File: src/cpu_defines.svh
`ifndef CPU_DEFINES_SVH
`define CPU_DEFINES_SVH

// datapath width in bits
`define CPU_DW    32

// register bank size
`define CPU_NREGS 8

// register index width, log2 of CPU_NREGS
`define CPU_RAW   3

`endif

File: src/cpu_pkg.sv
`default_nettype none

`include "cpu_defines.svh"

package cpu_pkg;

    // alu operation select
    typedef enum logic [3:0] {
        ALU_MOVE = 4'd0,
        ALU_ADD  = 4'd1,
        ALU_ADC  = 4'd2,  // add with carry flag
        ALU_SUB  = 4'd3,
        ALU_SBC  = 4'd4,  // subtract with carry flag as borrow
        ALU_AND  = 4'd5,
        ALU_OR   = 4'd6,
        ALU_XOR  = 4'd7
    } alu_op_e;

    // one-hot operand width: bit 0 byte, bit 1 word, bit 2 long
    typedef logic [2:0] width_t;

    localparam width_t W_NONE = 3'b000;  // bubble, nothing written

    // bit positions in the flags byte, {S,Z,0,H,0,V,N,C}
    localparam int FLAG_S = 7;
    localparam int FLAG_Z = 6;
    localparam int FLAG_H = 4;
    localparam int FLAG_V = 2;
    localparam int FLAG_N = 1;
    localparam int FLAG_C = 0;

    // bits of a register covered by a write of width w
    function automatic logic [`CPU_DW-1:0] width_mask(input width_t w);
        logic [`CPU_DW-1:0] m;
        m       = {`CPU_DW{w[2]}};    // long covers everything
        m[15:0] = {16{w[2] | w[1]}};  // word and up
        m[7:0]  = {8{|w}};            // any width touches the low byte
        return m;
    endfunction

    // new value over old value, only in the lanes the width covers
    function automatic logic [`CPU_DW-1:0] width_merge(
        input logic [`CPU_DW-1:0] old_v,
        input logic [`CPU_DW-1:0] new_v,
        input width_t             w
    );
        logic [`CPU_DW-1:0] m;
        m = width_mask(w);
        return (new_v & m) | (old_v & ~m);
    endfunction

endpackage

`default_nettype wire

File: src/cpu_alu.sv
`default_nettype none

`include "cpu_defines.svh"

module cpu_alu (
    input  wire                   clk,
    input  wire                   reset,
    input  wire                   cen,
    input  wire [`CPU_DW-1:0]     op0,
    input  wire [`CPU_DW-1:0]     op1,
    input  wire [`CPU_DW-1:0]     imm,
    input  wire                   sel_imm,   // second operand from imm
    input  wire cpu_pkg::alu_op_e op,
    input  wire cpu_pkg::width_t  w,         // zero is a bubble
    input  wire [`CPU_RAW-1:0]    dst,
    output logic [`CPU_DW-1:0]    dout,
    output logic [7:0]            flags,
    output cpu_pkg::width_t       we_w,
    output logic [`CPU_RAW-1:0]   we_idx
);

    logic [`CPU_DW-1:0] op2, rslt;
    logic [7:0]         nx_flags;
    logic               cin;                // carry flag into adc, sbc
    logic               half, c8, c16, c32; // lane carries or borrows
    logic               r_sign, a_sign, b_sign;
    logic               r_zero, w_carry;

    assign op2 = sel_imm ? imm : op1;
    assign cin = flags[cpu_pkg::FLAG_C] &
                 (op == cpu_pkg::ALU_ADC || op == cpu_pkg::ALU_SBC);

    // result, chained per lane so carries at every width fall out
    always_comb begin
        half = 1'b0;
        c8   = 1'b0;
        c16  = 1'b0;
        c32  = 1'b0;
        rslt = dout;
        case (op)
            cpu_pkg::ALU_MOVE: rslt = imm;
            cpu_pkg::ALU_ADD, cpu_pkg::ALU_ADC: begin
                {half, rslt[3:0]} = {1'b0, op0[3:0]} + {1'b0, op2[3:0]} + {4'd0, cin};
                {c8, rslt[7:4]}   = {1'b0, op0[7:4]} + {1'b0, op2[7:4]} + {4'd0, half};
                {c16, rslt[15:8]} = {1'b0, op0[15:8]} + {1'b0, op2[15:8]} + {8'd0, c8};
                {c32, rslt[`CPU_DW-1:16]} = {1'b0, op0[`CPU_DW-1:16]}
                                          + {1'b0, op2[`CPU_DW-1:16]} + {16'd0, c16};
            end
            cpu_pkg::ALU_SUB, cpu_pkg::ALU_SBC: begin
                // msb of each lane is the borrow out
                {half, rslt[3:0]} = {1'b0, op0[3:0]} - {1'b0, op2[3:0]} - {4'd0, cin};
                {c8, rslt[7:4]}   = {1'b0, op0[7:4]} - {1'b0, op2[7:4]} - {4'd0, half};
                {c16, rslt[15:8]} = {1'b0, op0[15:8]} - {1'b0, op2[15:8]} - {8'd0, c8};
                {c32, rslt[`CPU_DW-1:16]} = {1'b0, op0[`CPU_DW-1:16]}
                                          - {1'b0, op2[`CPU_DW-1:16]} - {16'd0, c16};
            end
            cpu_pkg::ALU_AND: rslt = op0 & op2;
            cpu_pkg::ALU_OR:  rslt = op0 | op2;
            cpu_pkg::ALU_XOR: rslt = op0 ^ op2;
            default:          rslt = dout;
        endcase
    end

    // width selected views
    always_comb begin
        if (w[0]) begin
            r_sign  = rslt[7];
            a_sign  = op0[7];
            b_sign  = op2[7];
            r_zero  = rslt[7:0] == '0;
            w_carry = c8;
        end else if (w[1]) begin
            r_sign  = rslt[15];
            a_sign  = op0[15];
            b_sign  = op2[15];
            r_zero  = rslt[15:0] == '0;
            w_carry = c16;
        end else begin  // long
            r_sign  = rslt[`CPU_DW-1];
            a_sign  = op0[`CPU_DW-1];
            b_sign  = op2[`CPU_DW-1];
            r_zero  = rslt == '0;
            w_carry = c32;
        end
    end

    always_comb begin
        nx_flags = flags;   // move keeps them
        case (op)
            cpu_pkg::ALU_ADD, cpu_pkg::ALU_ADC: begin
                nx_flags[cpu_pkg::FLAG_S] = r_sign;
                nx_flags[cpu_pkg::FLAG_Z] = r_zero;
                nx_flags[cpu_pkg::FLAG_H] = half;
                // same signs in, other sign out
                nx_flags[cpu_pkg::FLAG_V] = a_sign == b_sign && r_sign != a_sign;
                nx_flags[cpu_pkg::FLAG_N] = 1'b0;
                nx_flags[cpu_pkg::FLAG_C] = w_carry;
            end
            cpu_pkg::ALU_SUB, cpu_pkg::ALU_SBC: begin
                nx_flags[cpu_pkg::FLAG_S] = r_sign;
                nx_flags[cpu_pkg::FLAG_Z] = r_zero;
                nx_flags[cpu_pkg::FLAG_H] = half;     // borrow from bit 4
                nx_flags[cpu_pkg::FLAG_V] = a_sign != b_sign && r_sign != a_sign;
                nx_flags[cpu_pkg::FLAG_N] = 1'b1;
                nx_flags[cpu_pkg::FLAG_C] = w_carry;  // borrow at width
            end
            cpu_pkg::ALU_AND, cpu_pkg::ALU_OR, cpu_pkg::ALU_XOR: begin
                nx_flags[cpu_pkg::FLAG_S] = r_sign;
                nx_flags[cpu_pkg::FLAG_Z] = r_zero;
                nx_flags[cpu_pkg::FLAG_H] = op == cpu_pkg::ALU_AND;
                nx_flags[cpu_pkg::FLAG_V] = 1'b0;
                nx_flags[cpu_pkg::FLAG_N] = 1'b0;
                nx_flags[cpu_pkg::FLAG_C] = 1'b0;
            end
            default: nx_flags = flags;
        endcase
    end

    always_ff @(posedge clk) begin
        if (reset) begin
            dout   <= '0;
            flags  <= '0;
            we_w   <= cpu_pkg::W_NONE;
            we_idx <= '0;
        end else if (cen) begin
            if (w != cpu_pkg::W_NONE) begin   // bubble holds result and flags
                dout  <= rslt;
                flags <= nx_flags;
            end
            we_w   <= w;
            we_idx <= dst;
        end
    end

endmodule

`default_nettype wire

File: src/cpu_exec.sv
`default_nettype none

`include "cpu_defines.svh"

module cpu_exec (
    input  wire                   clk,
    input  wire                   reset,
    input  wire                   cen,
    input  wire cpu_pkg::alu_op_e op,
    input  wire cpu_pkg::width_t  w,
    input  wire [`CPU_RAW-1:0]    rs0,
    input  wire [`CPU_RAW-1:0]    rs1,
    input  wire [`CPU_RAW-1:0]    rd,
    input  wire [`CPU_DW-1:0]     imm,
    input  wire                   sel_imm,
    output wire [`CPU_DW-1:0]     dout,
    output wire [7:0]             flags,
    output wire cpu_pkg::width_t  we      // width written back, zero for none
);

    // bank read side
    wire [`CPU_DW-1:0]     rd0, rd1;

    // operand stage towards the alu
    wire [`CPU_DW-1:0]     iss_op0, iss_op1, iss_imm;
    wire                   iss_sel_imm;
    wire cpu_pkg::alu_op_e iss_op;
    wire cpu_pkg::width_t  iss_w;
    wire [`CPU_RAW-1:0]    iss_dst;

    // alu result, write port and forwarding source
    wire [`CPU_RAW-1:0]    we_idx;

    cpu_regs i_regs (
        .clk    (clk),
        .reset  (reset),
        .cen    (cen),
        .rs0    (rs0),
        .rs1    (rs1),
        .rd0    (rd0),
        .rd1    (rd1),
        .we_w   (we),
        .we_idx (we_idx),
        .wdata  (dout)
    );

    cpu_issue i_issue (
        .clk        (clk),
        .reset      (reset),
        .cen        (cen),
        .op_in      (op),
        .w_in       (w),
        .rs0        (rs0),
        .rs1        (rs1),
        .rd         (rd),
        .imm_in     (imm),
        .sel_imm_in (sel_imm),
        .rd0        (rd0),
        .rd1        (rd1),
        .alu_dout   (dout),
        .alu_w      (we),
        .alu_idx    (we_idx),
        .op0        (iss_op0),
        .op1        (iss_op1),
        .imm        (iss_imm),
        .sel_imm    (iss_sel_imm),
        .op         (iss_op),
        .w          (iss_w),
        .dst        (iss_dst)
    );

    cpu_alu i_alu (
        .clk     (clk),
        .reset   (reset),
        .cen     (cen),
        .op0     (iss_op0),
        .op1     (iss_op1),
        .imm     (iss_imm),
        .sel_imm (iss_sel_imm),
        .op      (iss_op),
        .w       (iss_w),
        .dst     (iss_dst),
        .dout    (dout),
        .flags   (flags),
        .we_w    (we),
        .we_idx  (we_idx)
    );

endmodule

`default_nettype wire

File: src/cpu_issue.sv
`default_nettype none

`include "cpu_defines.svh"

module cpu_issue (
    input  wire                     clk,
    input  wire                     reset,
    input  wire                     cen,
    // instruction fields
    input  wire cpu_pkg::alu_op_e   op_in,
    input  wire cpu_pkg::width_t    w_in,
    input  wire [`CPU_RAW-1:0]      rs0,
    input  wire [`CPU_RAW-1:0]      rs1,
    input  wire [`CPU_RAW-1:0]      rd,        // destination index
    input  wire [`CPU_DW-1:0]       imm_in,
    input  wire                     sel_imm_in,
    // operands from the bank
    input  wire [`CPU_DW-1:0]       rd0,
    input  wire [`CPU_DW-1:0]       rd1,
    // alu result not yet in the bank
    input  wire [`CPU_DW-1:0]       alu_dout,
    input  wire cpu_pkg::width_t    alu_w,
    input  wire [`CPU_RAW-1:0]      alu_idx,
    // held instruction towards the alu
    output logic [`CPU_DW-1:0]      op0,
    output logic [`CPU_DW-1:0]      op1,
    output logic [`CPU_DW-1:0]      imm,
    output logic                    sel_imm,
    output cpu_pkg::alu_op_e        op,
    output cpu_pkg::width_t         w,
    output logic [`CPU_RAW-1:0]     dst
);

    logic [`CPU_DW-1:0]  raw0, raw1;    // operands as read from the bank
    logic                fwd0, fwd1;    // source hit the previous dst

    // control state
    always_ff @(posedge clk) begin
        if (reset) begin
            op      <= cpu_pkg::ALU_MOVE;
            w       <= cpu_pkg::W_NONE;   // start with a bubble
            dst     <= '0;
            sel_imm <= 1'b0;
            fwd0    <= 1'b0;
            fwd1    <= 1'b0;
        end else if (cen) begin
            op      <= op_in;
            w       <= w_in;
            dst     <= rd;
            sel_imm <= sel_imm_in;
            // held instruction moves into the alu on this same edge
            fwd0    <= rs0 == dst && w != cpu_pkg::W_NONE;
            fwd1    <= rs1 == dst && w != cpu_pkg::W_NONE;
        end
    end

    // payload
    always_ff @(posedge clk) begin
        if (cen) begin
            raw0 <= rd0;
            raw1 <= rd1;
            imm  <= imm_in;
        end
    end

    // merge the in-flight result over the stale bank value
    always_comb begin
        op0 = raw0;
        op1 = raw1;
        if (fwd0) begin
            op0 = cpu_pkg::width_merge(raw0, alu_dout, alu_w);
        end
        if (fwd1) begin
            op1 = cpu_pkg::width_merge(raw1, alu_dout, alu_w);
        end
    end

endmodule

`default_nettype wire

File: src/cpu_regs.sv
`default_nettype none

`include "cpu_defines.svh"

module cpu_regs (
    input  wire                  clk,
    input  wire                  reset,
    input  wire                  cen,
    input  wire [`CPU_RAW-1:0]   rs0,     // read port 0 index
    input  wire [`CPU_RAW-1:0]   rs1,     // read port 1 index
    output logic [`CPU_DW-1:0]   rd0,
    output logic [`CPU_DW-1:0]   rd1,
    input  wire cpu_pkg::width_t we_w,    // write width, zero means no write
    input  wire [`CPU_RAW-1:0]   we_idx,
    input  wire [`CPU_DW-1:0]    wdata
);

    logic [`CPU_DW-1:0] bank [`CPU_NREGS];
    logic               wr_active;
    logic [`CPU_DW-1:0] wr_merged;    // target register after the write

    assign wr_active = we_w != cpu_pkg::W_NONE;
    assign wr_merged = cpu_pkg::width_merge(bank[we_idx], wdata, we_w);

    // width-masked write, upper lanes keep their value
    always_ff @(posedge clk) begin
        if (reset) begin
            for (int i = 0; i < `CPU_NREGS; i++) begin
                bank[i] <= '0;
            end
        end else if (cen && wr_active) begin
            bank[we_idx] <= wr_merged;
        end
    end

    // read ports
    // a write pending on the same index shows through, so the operand
    // stage latches what the bank will hold after this edge
    always_comb begin
        rd0 = bank[rs0];
        rd1 = bank[rs1];
        if (wr_active && we_idx == rs0) begin
            rd0 = wr_merged;
        end
        if (wr_active && we_idx == rs1) begin
            rd1 = wr_merged;
        end
    end

endmodule

`default_nettype wire

File: config.mk
export PLATFORM = sky130hd
export DESIGN_NAME = cpu_exec
export DESIGN_NICKNAME = d
export VERILOG_FILES = /design/src/cpu_pkg.sv /design/src/cpu_alu.sv /design/src/cpu_exec.sv /design/src/cpu_issue.sv /design/src/cpu_regs.sv
export VERILOG_INCLUDE_DIRS = /design/src
export SDC_FILE = /design/constraint.sdc
export NUM_CORES = 1
export LEC_CHECK = 0
export ABC_AREA = 1
export ABC_CLOCK_PERIOD_IN_PS = 8880
export BUFFER_PORTS_ARGS = -buffer_cell sky130_fd_sc_hd__buf_2
export CORE_UTILIZATION = 60
export DETAILED_ROUTE_END_ITERATION = 7
export MAX_ROUTING_LAYER = met4
export PLACE_DENSITY = 0.77
export RECOVER_POWER = 50
export SYNTH_ARGS = -nofsm -noshare
export SYNTH_HDL_FRONTEND = slang
export SYNTH_HIERARCHICAL = 1
export SYNTH_SLANG_ARGS = --single-unit
File: constraint.sdc
create_clock -name clk -period 8.88 [get_ports clk]
set_input_delay 1.776 -clock clk [delete_from_list [all_inputs] [get_ports clk]]
set_output_delay 1.776 -clock clk [all_outputs]
set_load 0.02 [all_outputs]
Word-level counts from Yosys, hierarchy flattened. Memories as Yosys holds them, arrays and structs flattened. A register that Yosys moved wholly into a read port is not among the register bits. Cells that the tools add are included.

Register bits: 153. Bits in latches: 0. Memory bits (writable): 256. Memory bits (read-only): 0. Output and inout bits: 43. Logic and storage cells: 118. Memories kept: 1.

Add/subtract/negate cells: 16. $mul: 0. Div/mod/pow operators: 0. $lt $le $gt $ge: 0. Equality and inequality tests: 14. Shift-type cells: 0. Muxes and demuxes: 32. Bitwise gates (word level): 13. Reductions and logical operators: 27.

Memory list: i_regs.bank (depth 8, bits a word 32, rd ports 3, clocked after memory_dff 1, write ports 8, line cpu_regs.sv:18) `` logic [`CPU_DW-1:0] bank [`CPU_NREGS]; ``.

Operators with widths (count): 32-bit two-way mux (6); 32-bit case mux with 6 select lines (1); 32-bit bitwise AND (5); 32-bit bitwise OR (4); 32-bit zero test (1); 32-bit NOT (1); 32-bit OR reduction (1); 32-bit bitwise XOR (1); 1-bit two-way mux (20); 16-bit by 16-bit adder with 17-bit output (1); 17-bit by 1-bit adder with 17-bit output (1); 16-bit by 16-bit subtractor with 17-bit output (1); 17-bit by 1-bit subtractor with 17-bit output (1); 4-bit by 3-bit equality test with 1-bit output (second input constant) (4); 16-bit zero test (1); 3-bit equality test (4); 4-bit by 4-bit adder with 5-bit output (2); 5-bit by 1-bit adder with 5-bit output (2); 4-bit by 4-bit subtractor with 5-bit output (2); 5-bit by 1-bit subtractor with 5-bit output (2); 8-bit by 8-bit adder with 9-bit output (1); 9-bit by 1-bit adder with 9-bit output (1); 3-bit two-way mux (3); 3-bit case mux with 3 select lines (1); other kinds (21) (35).

Longest topological paths before layout.
Word-level depth: 17. Depth in mapped cells: 59. Gate-level depth less buffers: 59.

Modules after synthesis. Netlist, hierarchy kept.

Modules (own cells, without submodules): cpu_regs (instances 1, cells each 2481, area an instance 17354.1 µm²); cpu_alu (instances 1, cells each 1377, area an instance 8199.1 µm²); cpu_issue (instances 1, cells each 363, area an instance 4242.8 µm²).

Worst setup path after synthesis. Ideal clock, no wire load.

Kind: reg2reg. Start point: reg i_alu.we_w[2]. End point: reg i_alu.flags[6]. Arrival: 7.871 ns. Required time: 8.813 ns. Setup slack: 0.941 ns. Stages on the path, launching flop included: 58. Path buffers: 1. Period minus slack after synthesis: 7.939 ns. Cells stage by stage: dfxtp_1 -> nor2_1 -> nand2_1 -> nand2_2 -> buf_6 -> o21ai_0 -> o21ai_0 -> fa_1 -> fa_1 -> nor2_1 -> o21bai_1 -> xnor2_1 -> inv_1 -> fa_1 -> fa_1 -> nor2_1 -> inv_1 -> a21oi_1 -> [22 not listed] -> nand2_1 -> nand2_1 -> nand2_1 -> nand3_1 -> nand3_1 -> nor2_1 -> nand2_1 -> nor2_1 -> nand2_1 -> nor2_1 -> nand2_1 -> nor2_1 -> nand2_1 -> nand2_1 -> nand2_1 -> nand2_1 -> nand2_1 -> a21oi_2.

Longest elaborated chain between the ends: 15.

Ends and longest elaborated chain: from (decl) (line cpu_alu.sv:18) `output cpu_pkg::width_t we_w,`; from (signal assigned) (line cpu_alu.sv:123) `we_w <= cpu_pkg::W_NONE;`; from (signal assigned) (line cpu_alu.sv:130) `we_w <= w;`; 3-bit OR reduction * (line cpu_pkg.sv:37) `m[7:0] = {8{|w}};`; 32-bit NOT (line cpu_pkg.sv:49) `return (new_v & m) | (old_v & ~m);`; 32-bit bitwise AND (line cpu_pkg.sv:49); 32-bit bitwise OR * (line cpu_pkg.sv:49); 32-bit two-way mux * (line cpu_issue.sv:73) `if (fwd1) begin`; named net iss_op1[0] (line cpu_exec.sv:25) `` wire [`CPU_DW-1:0] iss_op0, iss_op1, iss_imm; ``; 32-bit two-way mux * (line cpu_alu.sv:29) `assign op2 = sel_imm ? imm : op1;`; 4-bit by 4-bit subtractor with 5-bit output / 4-bit by 4-bit adder with 5-bit output (equally long branches) (line cpu_alu.sv:51, cpu_alu.sv:43); 5-bit by 1-bit subtractor with 5-bit output / 5-bit by 1-bit adder with 5-bit output (equally long branches) (line cpu_alu.sv:51, cpu_alu.sv:43); 5-bit by 1-bit subtractor with 5-bit output / 5-bit by 1-bit adder with 5-bit output (equally long branches) (line cpu_alu.sv:52, cpu_alu.sv:44); 9-bit by 1-bit subtractor with 9-bit output / 9-bit by 1-bit adder with 9-bit output (equally long branches) (line cpu_alu.sv:53, cpu_alu.sv:45); 17-bit by 1-bit subtractor with 17-bit output / 17-bit by 1-bit adder with 17-bit output (equally long branches) (line cpu_alu.sv:54, cpu_alu.sv:46); 32-bit case mux with 6 select lines * (line cpu_alu.sv:40) `case (op)`; 32-bit zero test (line cpu_alu.sv:82) `r_zero = rslt == '0;`; 1-bit two-way mux (line cpu_alu.sv:72) `end else if (w[1]) begin`; 1-bit two-way mux * (line cpu_alu.sv:66) `if (w[0]) begin`; to (signal assigned) (line cpu_alu.sv:128) `flags <= nx_flags;`; to (decl) (line cpu_alu.sv:17) `output logic [7:0] flags,`.

Mark *: on every way through the listed nets, which the timed path passes. The rest lies on a longest branch. A chain may end at the register's enable or synchronous reset.

Final worst setup path.
Start point: reg i_alu.we_idx[0]. End point: reg i_issue.raw0[9], data pin.

Longest elaborated chain between the ends: 3.

Ends and longest elaborated chain: from (decl) (line cpu_alu.sv:19) `` output logic [`CPU_RAW-1:0] we_idx ``; from (signal assigned) (line cpu_alu.sv:131) `we_idx <= dst;`; 3-bit equality test (line cpu_regs.sv:42) `if (wr_active && we_idx == rs0) begin`; 1-bit logical AND (line cpu_regs.sv:42); 32-bit two-way mux (line cpu_regs.sv:42); named net rd0[9] (line cpu_exec.sv:22) `` wire [`CPU_DW-1:0] rd0, rd1; ``; to (signal assigned) (line cpu_issue.sv:60) `raw0 <= rd0;`; to (decl) (line cpu_issue.sv:34) `` logic [`CPU_DW-1:0] raw0, raw1; ``.

The timed path passes the listed nets, and every way through them passes these cells.

==> results.sh <==
export IMPL_row_count=81
export IMPL_reg2reg_slack_ns=0.64
export IMPL_share_of_post_route_cells_with_drive_strength_above_1=0.0689
export IMPL_worstHoldPathCells=2
export IMPL_final_setup_worst_slack_ns=0.642
export IMPL_slew_violations=369
export IMPL_critical_path_top_delay_family="buffers and inverters"
export IMPL_number_of_instances_in_the_synthesized_netlist=4221
export IMPL_intPower_mw=3.93
export IMPL_tritoncts="done"
export IMPL_critical_path_top_cell_by_count="nand2_1"
export IMPL_detailedPlacementHpwl_um=64300
export IMPL_worst_setup_hold_path_clk_slew_ns=0.06
export IMPL_power_leakage_nw=14.6
export IMPL_starting_density=0.609
export IMPL_die_area_um2=50600
export IMPL_power_switching_mw=2.20
export IMPL_crit_path_max_incr_delay_ns=3.04
export IMPL_worst_r2r_startpoint="i_alu/we_idx[0]$_SDFFE_PP0P_"
export IMPL_timing_hold_worst_endpoint="i_alu/flags[2]$_SDFFE_PP0P_"
export IMPL_reg2reg_depth=8
export IMPL_timing_critical_path_depth=8
export IMPL_timing_final_crit_share=0.928
export IMPL_fin_setup_tns_ns=0
export IMPL_io_buffer_count=92
export IMPL_max_vdd_ir_drop_v=0.000137
export IMPL_gp_congestion=1.05
export IMPL_nNetsFinal=4372
export IMPL_tightestPinTransition_ns=4.06
export IMPL_finalHoldViolCount=0
export IMPL_grt_remaining_overflow=0
export IMPL_postSynth_asyncResetShare=0
export IMPL_register_share_of_total_power=0.378
export IMPL_seq_area_frac_synth=0.393
export IMPL_worstPathCellList="clkinvlp_2, nand2_1, nand2_1, a21oi_1, nand3_1, clkbuf_2, nand3_1, nand2_1"
export IMPL_rr_endpoint="i_issue/raw0[9]$_DFFE_PP_"
export IMPL_timing_hold_worst_class="register to register"
export IMPL_areaGrowthSynthToFinish_pct=7.32
export IMPL_violations="max-capacitance violations, max-slew violations"
export IMPL_clk_root_buffer_cell="clkbuf_16"
export IMPL_grt_use_total=0.417
export IMPL_hp_start="i_alu/flags[2]$_SDFFE_PP0P_"
export IMPL_arrival_time_at_the_worst_endpoint_ns=8.56
export IMPL_grt_pass1_wl_um=154000
export IMPL_number_of_hold_buffers_added_after_cts=0
export IMPL_worstSkewPairLatency_ns=0.61
export IMPL_synth_enable_flop_cells=352
export IMPL_worstPathBufferInverterCount=2
export IMPL_clock_power_share=0.324
export IMPL_grt_setup_unrepaired="false"
export IMPL_yosys_most_used_dff="edfxtp_1"
export IMPL_slew_limit_headroom=-1.71
export IMPL_distinct_cells_synth=53
export IMPL_post_route_drc_count=0
export IMPL_die_h_um=225
export IMPL_final_ant_viol_nets=0
export IMPL_worstPathRequired_ns=9.20
export IMPL_dr_pass1_iters=7
export IMPL_grt_max_degree=112
export IMPL_layout_min_cycle_time_ns=8.24
export IMPL_place_ws_ns=0.329
export IMPL_cts_htree_levels=2
export IMPL_postSynthRegisterBits=409
export IMPL_drt_wl_total_um=103000
export IMPL_n_antenna_cell=0
export IMPL_max_cap_violations=7
export IMPL_critical_path_slowest_cell="clkinvlp_2"
export IMPL_core_um2=49000
export IMPL_run_status="finished, violations left"
export IMPL_dr_total_vias=29160
export IMPL_clkSinkCount=409
export IMPL_share_comb_of_total_power=0.298
export IMPL_setup_worst_path_class="register to register"
export IMPL_maxClockFrequency_mhz=121
export IMPL_design_portCount=95
export IMPL_syn_area_per_cell_um2=7.06
export IMPL_swShare=0.359
export IMPL_worst_setup_path_start_kind="register"
export IMPL_p_per_area_nw_per_um2=192
export IMPL_die_width_um=225
export IMPL_route_detailed_wl_per_inst_um=21.1
export IMPL_numCtsBuffers=47
export IMPL_vias_per_cell=5.97
export IMPL_timing_critical_path_from="i_alu/we_idx[0]$_SDFFE_PP0P_"
export IMPL_setup_violations_final=0
export IMPL_finalClockSkew_ns=0.0148
export IMPL_cts_root_to_sink_buffers=3
export IMPL_timing_critical_path_fanout_max=78
export IMPL_detailedRoute_firstIterationViolations=3850
export IMPL_grt_antenna_before_repair=1
export IMPL_vias_in_the_first_global_route=26462
export IMPL_synth_cell_area_um2=29800
export IMPL_synthesis_yosys_warnings=6
export IMPL_end_kind="register"
==> layout by cell type (no fill, tap or decap), types with 58 or more instances in the layout <==
cell         n
clkbuf_1    58
edfxtp_1   352
nand3_1    441
o21ai_0    361
or2_2       63
a21oi_1    252
o211ai_1    58
ha_1       119
nor2_1     502
inv_1      539
nand2_1   1052
==> how the worst max path moves through the flow <==
stage	endpoint	slack, ns
floorplan	i_alu/flags[6]$_SDFFE_PP0P_	0.94
detailed placement	i_alu/flags[6]$_SDFFE_PP0P_	0.33
global route	i_alu/flags[6]$_SDFFE_PP0P_	0.003
CTS	i_alu/flags[6]$_SDFFE_PP0P_	0.30
finish	i_issue/raw0[9]$_DFFE_PP_	0.64
global placement	i_alu/flags[6]$_SDFFE_PP0P_	0.39
==> synth_stat cells (2+ instances only) <==
master	n	area (µm²)
buf_4	13	97.6
buf_1	24	90.1
dfxtp_1	57	1140
o22ai_1	9	56.3
nand3_1	441	2210
nor2_1	506	1900
xor2_1	5	43.8
nor3_2	2	20.0
a221oi_1	2	17.5
nand2_2	5	31.3
nor3_1	8	40.0
nor2_2	8	50.1
clkbuf_1	103	387
inv_1	539	2020
buf_2	86	430
nand3b_1	21	158
xnor2_1	4	35.0
buf_6	9	101
inv_2	10	37.5
o21ai_1	11	55.1
or2_2	63	394
a21oi_2	2	17.5
a211oi_1	5	37.5
nand4_1	15	93.8
ha_1	120	1500
nand2_4	5	56.3
o21ai_0	364	1820
clkinv_1	2	7.51
o2111ai_1	7	61.3
and2_1	4	25.0
o221ai_1	6	52.6
a31oi_1	7	43.8
nand2_1	1057	3970
a21oi_1	254	1270
o211ai_1	58	435
o21bai_1	6	45.0
fa_1	16	320
edfxtp_1	352	10600
==> layout make-up <==
class | instances | area [µm²]
inverters | 551 | 2070
fillers | 4421 | 17000
clock inverters | 30 | 319
flip-flops and latches | 409 | 11700
clock buffers | 57 | 1240
repair buffers | 150 | 811
multi-input cells | 3025 | 15000
well taps | 664 | 831
==> logic make-up (layout without fill, tap and decap cells) <==
group / count (synthesis) / count (layout) / share of synthesized area
flops: 409 / 409 / 0.393
other cells: 1 / 2 / 0.000126
buf+inv: 788 / 788 / 0.107
compound gates: 735 / 735 / 0.133
simple gates: 2143 / 2143 / 0.303
xor+xnor: 9 / 9 / 0.00265
fa+ha+maj: 136 / 136 / 0.0611
==> worst reg2reg max path: cells and delay by family (launching register included) <==
kind / cells / cell delay [ns]
AO/OA/AOI/OAI: 1 / 0.46
buffers and inverters: 2 / 3.80
AND/OR/NAND/NOR: 5 / 1.19
flip-flops: 1 / 2.51
==> stage by stage <==
| step | power, mW | util | hold WS (ns) | instances | area [µm²] |
|---|---|---|---|---|---|
| global route | 6.41 | 0.653 | 0.493 | 4886 | 32000 |
| global placement | 4.07 | 0.622 | 0.457 | 4797 | 30400 |
| finish | 6.13 | 0.653 | 0.480 | 4886 | 32000 |
| detailed placement | 4.09 | 0.622 | 0.466 | 4797 | 30400 |
| floorplan | 3.56 | - | 0.457 | 4222 | 29800 |
| CTS | 6.06 | 0.654 | 0.476 | 4884 | 32000 |
==> power by group through the flow <==
stage | sequential [mW] | combinational [mW] | clock [mW]
2_1_floorplan | 2.33 | 1.23 | 0
3_3_place_gp | 2.34 | 1.73 | 0
3_5_place_dp | 2.34 | 1.74 | 0
4_1_cts | 2.30 | 1.75 | 2.00
5_1_grt | 2.32 | 2.02 | 2.07
6_report | 2.31 | 1.83 | 1.99
==> timing repair <==
item	4_1_cts	5_1_grt
buffers inserted	0	2
resized for setup	0	23
endpoints found under the setup margin	0	6
endpoints found under the hold margin	0	0
==> flip-flops by register name (all words and copies together), names as in the netlist <==
| signal | flops |
|---|---|
| i_issue/imm | 32 |
| i_issue/raw1 | 32 |
| i_issue/w | 3 |
| i_regs/bank | 256 |
| i_issue/fwd1 | 1 |
| i_alu/we_w | 3 |
| i_issue/sel_imm | 1 |
| i_alu/flags | 6 |
| i_issue/fwd0 | 1 |
| i_issue/dst | 3 |
| i_alu/dout | 32 |
| i_alu/we_idx | 3 |
| i_issue/op | 4 |
| i_issue/raw0 | 32 |
==> layer usage <==
metal  track usage  vias up  part of all wire
met5             -        -                 0
met2         0.599     2076              0.42
met1         0.555    13044              0.39
met3        0.0947      366              0.14
met4         0.204        0             0.047
li1              -    13674                 -
No activity file was read; power rests on OpenSTA's default activity.
